[src/hc_pkg.sv]
package hc_pkg;

    // ============================================================
    // Sizing defaults, overridden from the top level
    // ============================================================

    // Ring of 64 entries unless the top level says otherwise
    localparam int RING_IDX_BITS_DEFAULT = 6;

    // Idle counter fires when its top bit sets, 16 cycles for 5 bits
    localparam int IDLE_FLUSH_BITS_DEFAULT = 5;

    // ============================================================
    // Payload and address types
    // ============================================================

    typedef logic [63:0] cl_data_t;
    typedef logic [31:0] line_addr_t;
    typedef logic [RING_IDX_BITS_DEFAULT-1:0] ring_idx_t;

    // Kind of write sent to host memory
    typedef enum logic
    {
        REQ_WRLINE = 1'b0,
        REQ_FENCE  = 1'b1
    } req_kind_t;

    // One memory write request as it crosses to the host port
    typedef struct packed
    {
        req_kind_t  kind;
        line_addr_t addr;
        cl_data_t   data;
    } wr_req_t;

    // Control inputs that would otherwise live in a CSR block
    typedef struct packed
    {
        logic       enable;
        line_addr_t base_addr;
    } hc_csr_t;

    // Per-cycle answer from the write channel to the ring writer
    typedef struct packed
    {
        logic grant;
        logic can_issue;
    } channel_grant_t;

    // Host-side view handed back to the ring writer
    typedef struct packed
    {
        ring_idx_t oldest_idx;
    } ring_status_t;

endpackage
[src/host_channel_top.sv]
module host_channel_top
#(
    parameter int RING_IDX_BITS   = hc_pkg::RING_IDX_BITS_DEFAULT,
    parameter int IDLE_FLUSH_BITS = hc_pkg::IDLE_FLUSH_BITS_DEFAULT
)
(
    input  logic              clk,
    input  logic              reset,

    input  hc_pkg::hc_csr_t   csr,

    // Producer side
    input  hc_pkg::cl_data_t  tx_data,
    input  logic              tx_enable,
    output logic              tx_rdy,

    // Host memory write port
    output logic              mem_req,
    output hc_pkg::wr_req_t   mem_req_data,
    input  logic              mem_ack,

    // Host ring indices
    input  hc_pkg::ring_idx_t consume_idx,
    output hc_pkg::ring_idx_t next_write_idx
);

    logic                   wr_request;
    hc_pkg::wr_req_t        wr_req;
    hc_pkg::channel_grant_t channel_grant;
    hc_pkg::ring_status_t   status;
    hc_pkg::ring_idx_t      written_idx;

    ring_writer #(.RING_IDX_BITS(RING_IDX_BITS), .IDLE_FLUSH_BITS(IDLE_FLUSH_BITS))
    ring_writer_inst
    (
        .clk, .reset, .csr,
        .tx_data, .tx_enable, .tx_rdy,
        .wr_request, .wr_req, .grant_in(channel_grant),
        .status, .written_idx
    );

    write_channel write_channel_inst
    (
        .clk, .reset,
        .wr_request, .wr_req, .grant_out(channel_grant),
        .mem_req, .mem_req_data, .mem_ack
    );

    ring_status #(.RING_IDX_BITS(RING_IDX_BITS)) ring_status_inst
    (
        .clk, .reset,
        .consume_idx, .written_idx,
        .status, .next_write_idx
    );

endmodule

[src/ring_status.sv]
module ring_status
#(
    parameter int RING_IDX_BITS = hc_pkg::RING_IDX_BITS_DEFAULT
)
(
    input  logic                 clk,
    input  logic                 reset,

    input  hc_pkg::ring_idx_t    consume_idx,
    input  hc_pkg::ring_idx_t    written_idx,

    output hc_pkg::ring_status_t status,
    output hc_pkg::ring_idx_t    next_write_idx
);

    hc_pkg::ring_idx_t oldest_q;
    hc_pkg::ring_idx_t published_q;

    // Host consume index and the published fence index, one register each
    always_ff @(posedge clk)
    begin
        if (reset)
        begin
            oldest_q    <= '0;
            published_q <= '0;
        end
        else
        begin
            oldest_q    <= consume_idx;
            published_q <= written_idx;
        end
    end

    assign status.oldest_idx = oldest_q;
    assign next_write_idx    = published_q;

    // Distances around the ring, measured from the last consume index
    logic [RING_IDX_BITS-1:0] pending_dist;
    logic [RING_IDX_BITS-1:0] advance_dist;
    assign pending_dist = published_q - oldest_q;
    assign advance_dist = consume_idx - oldest_q;

    // The host may only free entries that were already published
    assert property (@(posedge clk) disable iff (reset) advance_dist <= pending_dist);

endmodule

[src/write_channel.sv]
module write_channel
(
    input  logic                   clk,
    input  logic                   reset,

    input  logic                   wr_request,
    input  hc_pkg::wr_req_t        wr_req,
    output hc_pkg::channel_grant_t grant_out,

    output logic                   mem_req,
    output hc_pkg::wr_req_t        mem_req_data,
    input  logic                   mem_ack
);

    logic            out_not_full;
    logic            out_not_empty;
    logic            out_deq;
    hc_pkg::wr_req_t out_first;

    // ============================================================
    // Grant into the outgoing buffer
    // ============================================================

    // A request is taken the same cycle it is raised if there is room
    assign grant_out.can_issue = out_not_full;
    assign grant_out.grant     = wr_request && out_not_full;

    line_fifo #(.payload_t(hc_pkg::wr_req_t)) out_fifo
    (
        .clk,
        .reset,
        .enq_data  (wr_req),
        .enq_en    (grant_out.grant),
        .not_full  (out_not_full),
        .first     (out_first),
        .deq_en    (out_deq),
        .not_empty (out_not_empty)
    );

    // ============================================================
    // Four-phase handshake to host memory
    // ============================================================

    typedef enum logic [1:0]
    {
        IDLE,
        WAIT_ACK,
        WAIT_RELEASE
    } hs_state_t;

    hs_state_t hs_state;

    // Request is a decoded register, so it leaves the block glitch free
    assign mem_req      = (hs_state == WAIT_ACK);
    // Head of the buffer does not move until the ack, which keeps data stable
    assign mem_req_data = out_first;
    assign out_deq      = (hs_state == WAIT_ACK) && mem_ack;

    always_ff @(posedge clk)
    begin
        if (reset)
        begin
            hs_state <= IDLE;
        end
        else
        begin
            case (hs_state)
                IDLE:
                begin
                    // Ack is already low here, the previous cycle saw it drop
                    if (out_not_empty)
                    begin
                        hs_state <= WAIT_ACK;
                    end
                end
                WAIT_ACK:
                begin
                    if (mem_ack)
                    begin
                        hs_state <= WAIT_RELEASE;
                    end
                end
                default:
                begin
                    if (!mem_ack)
                    begin
                        hs_state <= IDLE;
                    end
                end
            endcase
        end
    end

    // The host samples data at any point while the request waits for its ack
    assert property (@(posedge clk) disable iff (reset)
                     (mem_req && !mem_ack) |=> $stable(mem_req_data));

endmodule

[src/ring_writer.sv]
module ring_writer
#(
    parameter int RING_IDX_BITS   = hc_pkg::RING_IDX_BITS_DEFAULT,
    parameter int IDLE_FLUSH_BITS = hc_pkg::IDLE_FLUSH_BITS_DEFAULT
)
(
    input  logic                   clk,
    input  logic                   reset,

    input  hc_pkg::hc_csr_t        csr,

    input  hc_pkg::cl_data_t       tx_data,
    input  logic                   tx_enable,
    output logic                   tx_rdy,

    output logic                   wr_request,
    output hc_pkg::wr_req_t        wr_req,
    input  hc_pkg::channel_grant_t grant_in,

    input  hc_pkg::ring_status_t   status,
    output hc_pkg::ring_idx_t      written_idx
);

    // Bit of the index that toggles every quarter of the ring
    localparam int QUARTER_BIT = RING_IDX_BITS - 2;

    hc_pkg::cl_data_t  line_data;
    logic              line_not_empty;
    logic              line_deq;
    logic              line_accept;

    // Producer handshake completes only when the buffer has room
    assign line_accept = tx_enable && tx_rdy;

    line_fifo #(.payload_t(hc_pkg::cl_data_t)) in_fifo
    (
        .clk,
        .reset,
        .enq_data  (tx_data),
        .enq_en    (line_accept),
        .not_full  (tx_rdy),
        .first     (line_data),
        .deq_en    (line_deq),
        .not_empty (line_not_empty)
    );

    // ============================================================
    // Ring pointers and the flush decision
    // ============================================================

    // Next entry to be written
    hc_pkg::ring_idx_t cur_idx;

    typedef enum logic [1:0]
    {
        WAIT_EMPTY,
        WAIT_DATA,
        EMIT_FENCE
    } state_t;

    state_t state;

    // Writing a quarter of the ring since the last publish forces a fence
    logic flush_for_writes;
    assign flush_for_writes = (cur_idx[QUARTER_BIT] != written_idx[QUARTER_BIT]);

    logic [IDLE_FLUSH_BITS-1:0] idle_cycles;
    logic                       flush_for_idle;

    // Saturation of the idle counter requests a fence
    assign flush_for_idle = idle_cycles[IDLE_FLUSH_BITS-1];

    // A line leaves the input buffer only when its own write was granted
    assign line_deq = grant_in.grant && (state != EMIT_FENCE);

    always_ff @(posedge clk)
    begin
        if (reset)
        begin
            idle_cycles <= '0;
        end
        else
        begin
            // Only count while the channel could take a write but none came,
            // so a saturated memory port does not trigger extra fences
            if ((state != WAIT_DATA) || line_deq)
            begin
                idle_cycles <= '0;
            end
            else if (grant_in.can_issue)
            begin
                idle_cycles <= idle_cycles + 1'b1;
            end
        end
    end

    // ============================================================
    // State machine
    // ============================================================

    always_ff @(posedge clk)
    begin
        if (reset)
        begin
            state       <= WAIT_EMPTY;
            cur_idx     <= '0;
            written_idx <= '0;
        end
        else
        begin
            case (state)
                WAIT_EMPTY:
                begin
                    // First line after a fence opens a new batch
                    if (grant_in.grant)
                    begin
                        state   <= WAIT_DATA;
                        cur_idx <= cur_idx + 1'b1;
                    end
                end
                WAIT_DATA:
                begin
                    if (grant_in.grant)
                    begin
                        cur_idx <= cur_idx + 1'b1;
                    end
                    if (flush_for_idle || flush_for_writes)
                    begin
                        state <= EMIT_FENCE;
                    end
                end
                default:
                begin
                    // The fence makes everything before cur_idx visible
                    if (grant_in.grant)
                    begin
                        state       <= WAIT_EMPTY;
                        written_idx <= cur_idx;
                    end
                end
            endcase
        end
    end

    // ============================================================
    // Write request formation
    // ============================================================

    // Stop one short of the oldest live entry so a full ring is never overrun
    logic allow_write;
    assign allow_write = (hc_pkg::ring_idx_t'(cur_idx + 1'b1) != status.oldest_idx);

    assign wr_request = csr.enable && allow_write &&
                        (line_not_empty || (state == EMIT_FENCE));

    always_comb
    begin
        wr_req.kind = hc_pkg::REQ_WRLINE;
        wr_req.addr = csr.base_addr + hc_pkg::line_addr_t'(cur_idx);
        wr_req.data = line_data;
        if (state == EMIT_FENCE)
        begin
            wr_req.kind = hc_pkg::REQ_FENCE;
            wr_req.addr = '0;
            wr_req.data = '0;
        end
    end

endmodule

[src/line_fifo.sv]
module line_fifo
#(
    parameter type payload_t = logic
)
(
    input  logic     clk,
    input  logic     reset,

    input  payload_t enq_data,
    input  logic     enq_en,
    output logic     not_full,

    output payload_t first,
    input  logic     deq_en,
    output logic     not_empty
);

    // Two storage slots, addressed by the head pointer
    payload_t   slots [2];
    logic       head;
    logic [1:0] count;
    logic       tail;

    // The free slot sits one past the head when one entry is held
    assign tail      = head ^ count[0];
    assign not_full  = (count != 2'd2);
    assign not_empty = (count != 2'd0);
    assign first     = slots[head];

    // Enqueue writes the slot at the tail
    always_ff @(posedge clk)
    begin
        if (enq_en)
        begin
            slots[tail] <= enq_data;
        end
    end

    always_ff @(posedge clk)
    begin
        if (reset)
        begin
            head  <= 1'b0;
            count <= 2'd0;
        end
        else
        begin
            if (deq_en)
            begin
                head <= ~head;
            end
            count <= count + {1'b0, enq_en} - {1'b0, deq_en};
        end
    end

    // Callers must honor the flags
    assert property (@(posedge clk) disable iff (reset) enq_en |-> not_full);
    assert property (@(posedge clk) disable iff (reset) deq_en |-> not_empty);

endmodule

[config.mk]
export PLATFORM = sky130hd
export DESIGN_NAME = host_channel_top
export DESIGN_NICKNAME = d
export VERILOG_FILES = /design/src/hc_pkg.sv /design/src/host_channel_top.sv /design/src/ring_status.sv /design/src/write_channel.sv /design/src/ring_writer.sv /design/src/line_fifo.sv
export SDC_FILE = /design/constraint.sdc
export NUM_CORES = 1
export LEC_CHECK = 0
export BUFFER_PORTS_ARGS = -buffer_cell sky130_fd_sc_hd__buf_2
export CAP_MARGIN = 20
export CORE_MARGIN = 3
export CORE_UTILIZATION = 61
export CTS_CLUSTER_DIAMETER = 50
export DETAILED_ROUTE_END_ITERATION = 10
export PLACE_DENSITY = 0.84
export SYNTH_ARGS = -nofsm -noshare
export SYNTH_HDL_FRONTEND = slang
export SYNTH_SLANG_ARGS = --single-unit
[constraint.sdc]
create_clock -name clk -period 13.8 [get_ports clk]
set_clock_uncertainty 0.2 [all_clocks]
set_input_delay 0.69 -clock clk [delete_from_list [all_inputs] [get_ports clk]]
set_output_delay 0.69 -clock clk [all_outputs]
set_load 0.02 [all_outputs]
==> results.md <==
| Result | Value | Unit |
| --- | --- | --- |
| Register bit total from synthesis | 363 | - |
| DRT Wirelength | 27580 | um |
| Post-CTS setup buffers | 0 | - |
| Top_reg_cell synth | edfxtp_1 | - |
| Die Height | 159.8 | um |
| Arrival time worst endpoint | 3.74 | ns |
| Area added between synthesis and finish | 19.06 | % |
| Total GRT Usage | 21.41 | % |
| TritonCTS clock tree | yes | - |
| Clock net sink count | 363 | - |
| Switching power of the nets | 993.7 | uW |
| Number of top-level design ports | 212 | - |
| Cell leakage power | 0.006187 | uW |
| Count of flip-flops with a built-in enable after synthesis | 322 | - |
| Layout Utilization | 74.96 | % |
| Maximum number of pins on one net before global-route repair | 102 | - |
| Headroom to the max-slew limit | 28.92 | % |
| Sum of negative setup slack | 0 | ns |
| Antenna violations before repair | 2 | - |
| Buffer levels on the longest clock path | 3 | - |
| 1st-iter DRT viols | 582 | - |
| Worst-path maximum fanout | 78 | - |
| Clock tree root driver cell | clkbuf_16 | - |
| Worst Reg2Reg Path Length in Cells | 7 | - |
| Wire length of the first global-routing pass | 43270 | um |
| Vias in the first global route | 8201 | - |
| Total clock buffers created by CTS | 38 | - |
| Die Span X | 159.8 | um |
| Power share of the sequential group | 46.7 | % |
| Final Max Slew Viols | 0 | - |
| Grt total ovfl | 0 | - |
| DRC viols | 0 | - |
| Post-synthesis area per instance | 15.91 | um^2 |
| Hold Vio Cnt, Final | 0 | - |
| Part of the total power dissipated in combinational logic | 24.0 | % |
| Post-synth design cell area | 0.01443 | mm^2 |
| Worst Setup SP | ring_writer_inst.state[1]$_SDFFE_PP0P_ | - |
| Synth unique cells | 51 | - |
| Die Footprint | 0.02553 | mm^2 |
| Num rows | 55 | - |
| Internal power consumption | 2480 | uW |
| Fin crit period | 3.821 | ns |
| IO Port Bufs | 211 | - |
| Initial cell density of the core | 62.95 | % |
| Fraction of the yosys area taken by sequential cells | 72.71 | % |
| Number of H-tree levels | 2 | - |
| Startpoint of the most critical register-to-register path | ring_writer_inst.state[1]$_SDFFE_PP0P_ | - |
| Status | completed | - |
| Final count of negative-setup-slack endpoints | 0 | - |
| HPWL reported at the end of detailed placement | 16970 | um |
| Mean routed wirelength per cell | 18.79 | um |
| Transition time of the tightest slew-check pin | 1.065 | ns |
| Achievable clock frequency | 0.2617 | GHz |
| Kind of start point of the critical path | flop | - |
| Critical path capture point | write_channel_inst.out_fifo.slots[1][42]$_DFFE_PP_ | - |
| Worst endpoint required time | 13.72 | ns |
| Antenna-violating nets left | 0 | - |
| Post-CTS Hold Fix Bufs | 0 | - |
| Setup Crit Path Kind | reg2reg | - |
| Via count of the routed design | 8094 | - |
| Fraction of power consumed by the clock network | 29.2 | % |
| Routability Congestion | 0.8143 | - |
| Fill count | 1406 | - |
| Antenna diode instance count | 0 | - |
| Class of the most critical hold timing path | in2reg | - |
| Portion of the clock cycle consumed by the worst path in the final layout | 27.69 | % |
| Pre-antenna DRT Iters | 5 | - |
| Number of warnings printed during yosys synthesis | 0 | - |
| Count of maximum capacitance violations | 0 | - |
| Clock slew at the register clock pins of the worst setup and hold paths | 0.06 | ns |
| Vias per cell | 5.514 | - |
| Share of post-route cells with drive strength above 1 | 33.25 | % |
| Count of mapped cells out of synthesis | 907 | - |
| Number of gates resized after CTS | 0 | - |
| Total Nets Final | 1249 | - |
| Clock insertion delay at the later pin of the skew report | 0.51 | ns |
| Peak supply drop | 0.0001431 | V |
| Switching portion of total power | 28.61 | % |
| Worst setup EP type | flop | - |
| RSZ-0062 raised after global routing | false | - |
| Fraction of synthesis flops using an asynchronous set or reset pin | 0 | % |
| FF-to-FF End | write_channel_inst.out_fifo.slots[1][42]$_DFFE_PP_ | - |
| Core area | 0.02292 | mm^2 |
| Slack of the worst reg-to-reg path | 9.98 | ns |
| Number of nets produced by synthesis | 1027 | - |
| PD cells | 202.2 | mW/mm^2 |
-- Yosys cell counts, types with 10 or more instances --
cell type	number	area share, %
mux2i_1	66	4.6
ha_1	12	1.0
clkbuf_1	28	0.73
nand2_1	22	0.57
o21ai_0	10	0.35
mux2_2	98	7.6
dfxtp_1	41	5.7
edfxtp_1	322	67
nand4_1	12	0.52
nor2b_1	20	0.87
inv_1	15	0.39
xnor2_1	29	1.8
nor2_1	117	3.0
nand3_1	10	0.35
xor2_1	21	1.3
-- registers in the layout, summed over array words and instances (netlist names), named ones only --
| signal | flops |
|---|---|
| ring_status_inst.next_write_idx | 6 |
| ring_status_inst.status | 6 |
| ring_writer_inst.cur_idx | 6 |
| ring_writer_inst.idle_cycles | 5 |
| ring_writer_inst.in_fifo.count | 2 |
| ring_writer_inst.in_fifo.head | 1 |
| ring_writer_inst.in_fifo.slots | 128 |
| ring_writer_inst.state | 2 |
| ring_writer_inst.written_idx | 6 |
| write_channel_inst.hs_state | 2 |
| write_channel_inst.out_fifo.count | 2 |
| write_channel_inst.out_fifo.head | 1 |
| write_channel_inst.out_fifo.slots | 194 |
-- power by group through the flow --
stage	Sequential, uW	Combinational (uW)	Clock, uW
floorplan	1630	576	0
global placement	1660	776	0
detailed placement	1680	795	0
CTS	1660	803	1030
global route	1650	907	1080
finish	1620	835	1010
-- critical path: stages, from the launching register on --
cell,delay [ns]
dfxtp_1,0.52
inv_2,0.16
nor2_4,0.10
buf_4,0.34
o311ai_0,0.21
a31o_4,0.35
nor2_4,0.54
buf_4,0.90
-- per-layer routing --
metal / routed length, um / vias to the layer above / track usage, %
met2: 13820 / 266 / 35.58
met5: 34 / - / 0
met1: 11070 / 3931 / 28.15
met3: 1757 / 65 / 4.773
met4: 904 / 4 / 7.771
li1: - / 3828 / -
-- through the flow --
step | worst slack [ns] | cells | power, uW | hold WS, ns | area [um^2]
5_1_grt | 9.707 | 1468 | 3632 | 0.1335 | 17180
6_report | 9.979 | 1468 | 3474 | 0.1648 | 17180
2_1_floorplan | 7.189 | 907 | 2210 | 0.2403 | 14430
3_3_place_gp | 9.445 | 1398 | 2435 | 0.2651 | 15800
3_5_place_dp | 9.312 | 1398 | 2474 | 0.2664 | 15800
4_1_cts | 9.294 | 1464 | 3490 | 0.1374 | 17070
-- area by class of cell --
| type | instances | area (um^2) | area share, % |
|---|---|---|---|
| Timing Repair Buffer | 222 | 1219 | 7.095 |
| Tap cell | 313 | 391.6 | 2.280 |
| Clock buffer | 53 | 1092 | 6.359 |
| Inverter | 16 | 60.06 | 0.3496 |
| Sequential cell | 363 | 10500 | 61.12 |
| Multi-Input combinational cell | 488 | 3746 | 21.81 |
| Clock inverter | 13 | 170.2 | 0.9907 |
-- cells by family (layout without fill, tap and decap cells) --
kind of cell | count (synthesis) | in the layout | synth area share, %
flip-flops | 363 | 363 | 72.71
multiplexers | 164 | 164 | 12.23
AND/OR/NAND/NOR | 210 | 210 | 6.748
XOR/XNOR | 50 | 50 | 3.036
buffers and inverters | 56 | 304 | 1.561
adder cells (fa/ha/maj) | 13 | 13 | 1.180
AO/OA/AOI/OAI | 51 | 51 | 2.533
-- worst min path at each step --
| stage | start | slack [ns] | cells past startpoint | end |
|---|---|---|---|---|
| after floorplan | ring_writer_inst.written_idx[0]$_SDFFE_PP0P_ | 0.24 | 1 | ring_status_inst.next_write_idx[0]$_SDFF_PP0_ |
| after global routing | tx_data[62] | 0.13 | 1 | ring_writer_inst.in_fifo.slots[0][62]$_DFFE_PP_ |
| final | tx_data[59] | 0.16 | 1 | ring_writer_inst.in_fifo.slots[1][59]$_DFFE_PP_ |
| after CTS | tx_data[59] | 0.14 | 1 | ring_writer_inst.in_fifo.slots[0][59]$_DFFE_PP_ |
| after global placement | ring_writer_inst.written_idx[3]$_SDFFE_PP0P_ | 0.27 | 1 | ring_status_inst.next_write_idx[3]$_SDFF_PP0_ |
| after detailed placement | ring_writer_inst.written_idx[1]$_SDFFE_PP0P_ | 0.27 | 1 | ring_status_inst.next_write_idx[1]$_SDFF_PP0_ |
-- layout by cell type (no fill, tap or decap), drive strengths merged, types with 3 or more instances in the layout --
| cell | count |
|---|---|
| edfxtp | 322 |
| buf | 222 |
| nor2 | 117 |
| mux2 | 98 |
| mux2i | 66 |
| clkbuf | 53 |
| dfxtp | 41 |
| xnor2 | 29 |
| nand2 | 22 |
| xor2 | 21 |
| nor2b | 20 |
| inv | 16 |
| o21ai | 16 |
| nand4 | 12 |
| ha | 12 |
| nand3 | 10 |
| clkinv | 8 |
| a21oi | 7 |
| a211oi | 7 |
| and3 | 7 |
| nor3 | 6 |
| a2111oi | 5 |
| bufinv | 4 |
| o21bai | 3 |
| or4 | 3 |
No activity file was read; power rests on OpenSTA's default activity.
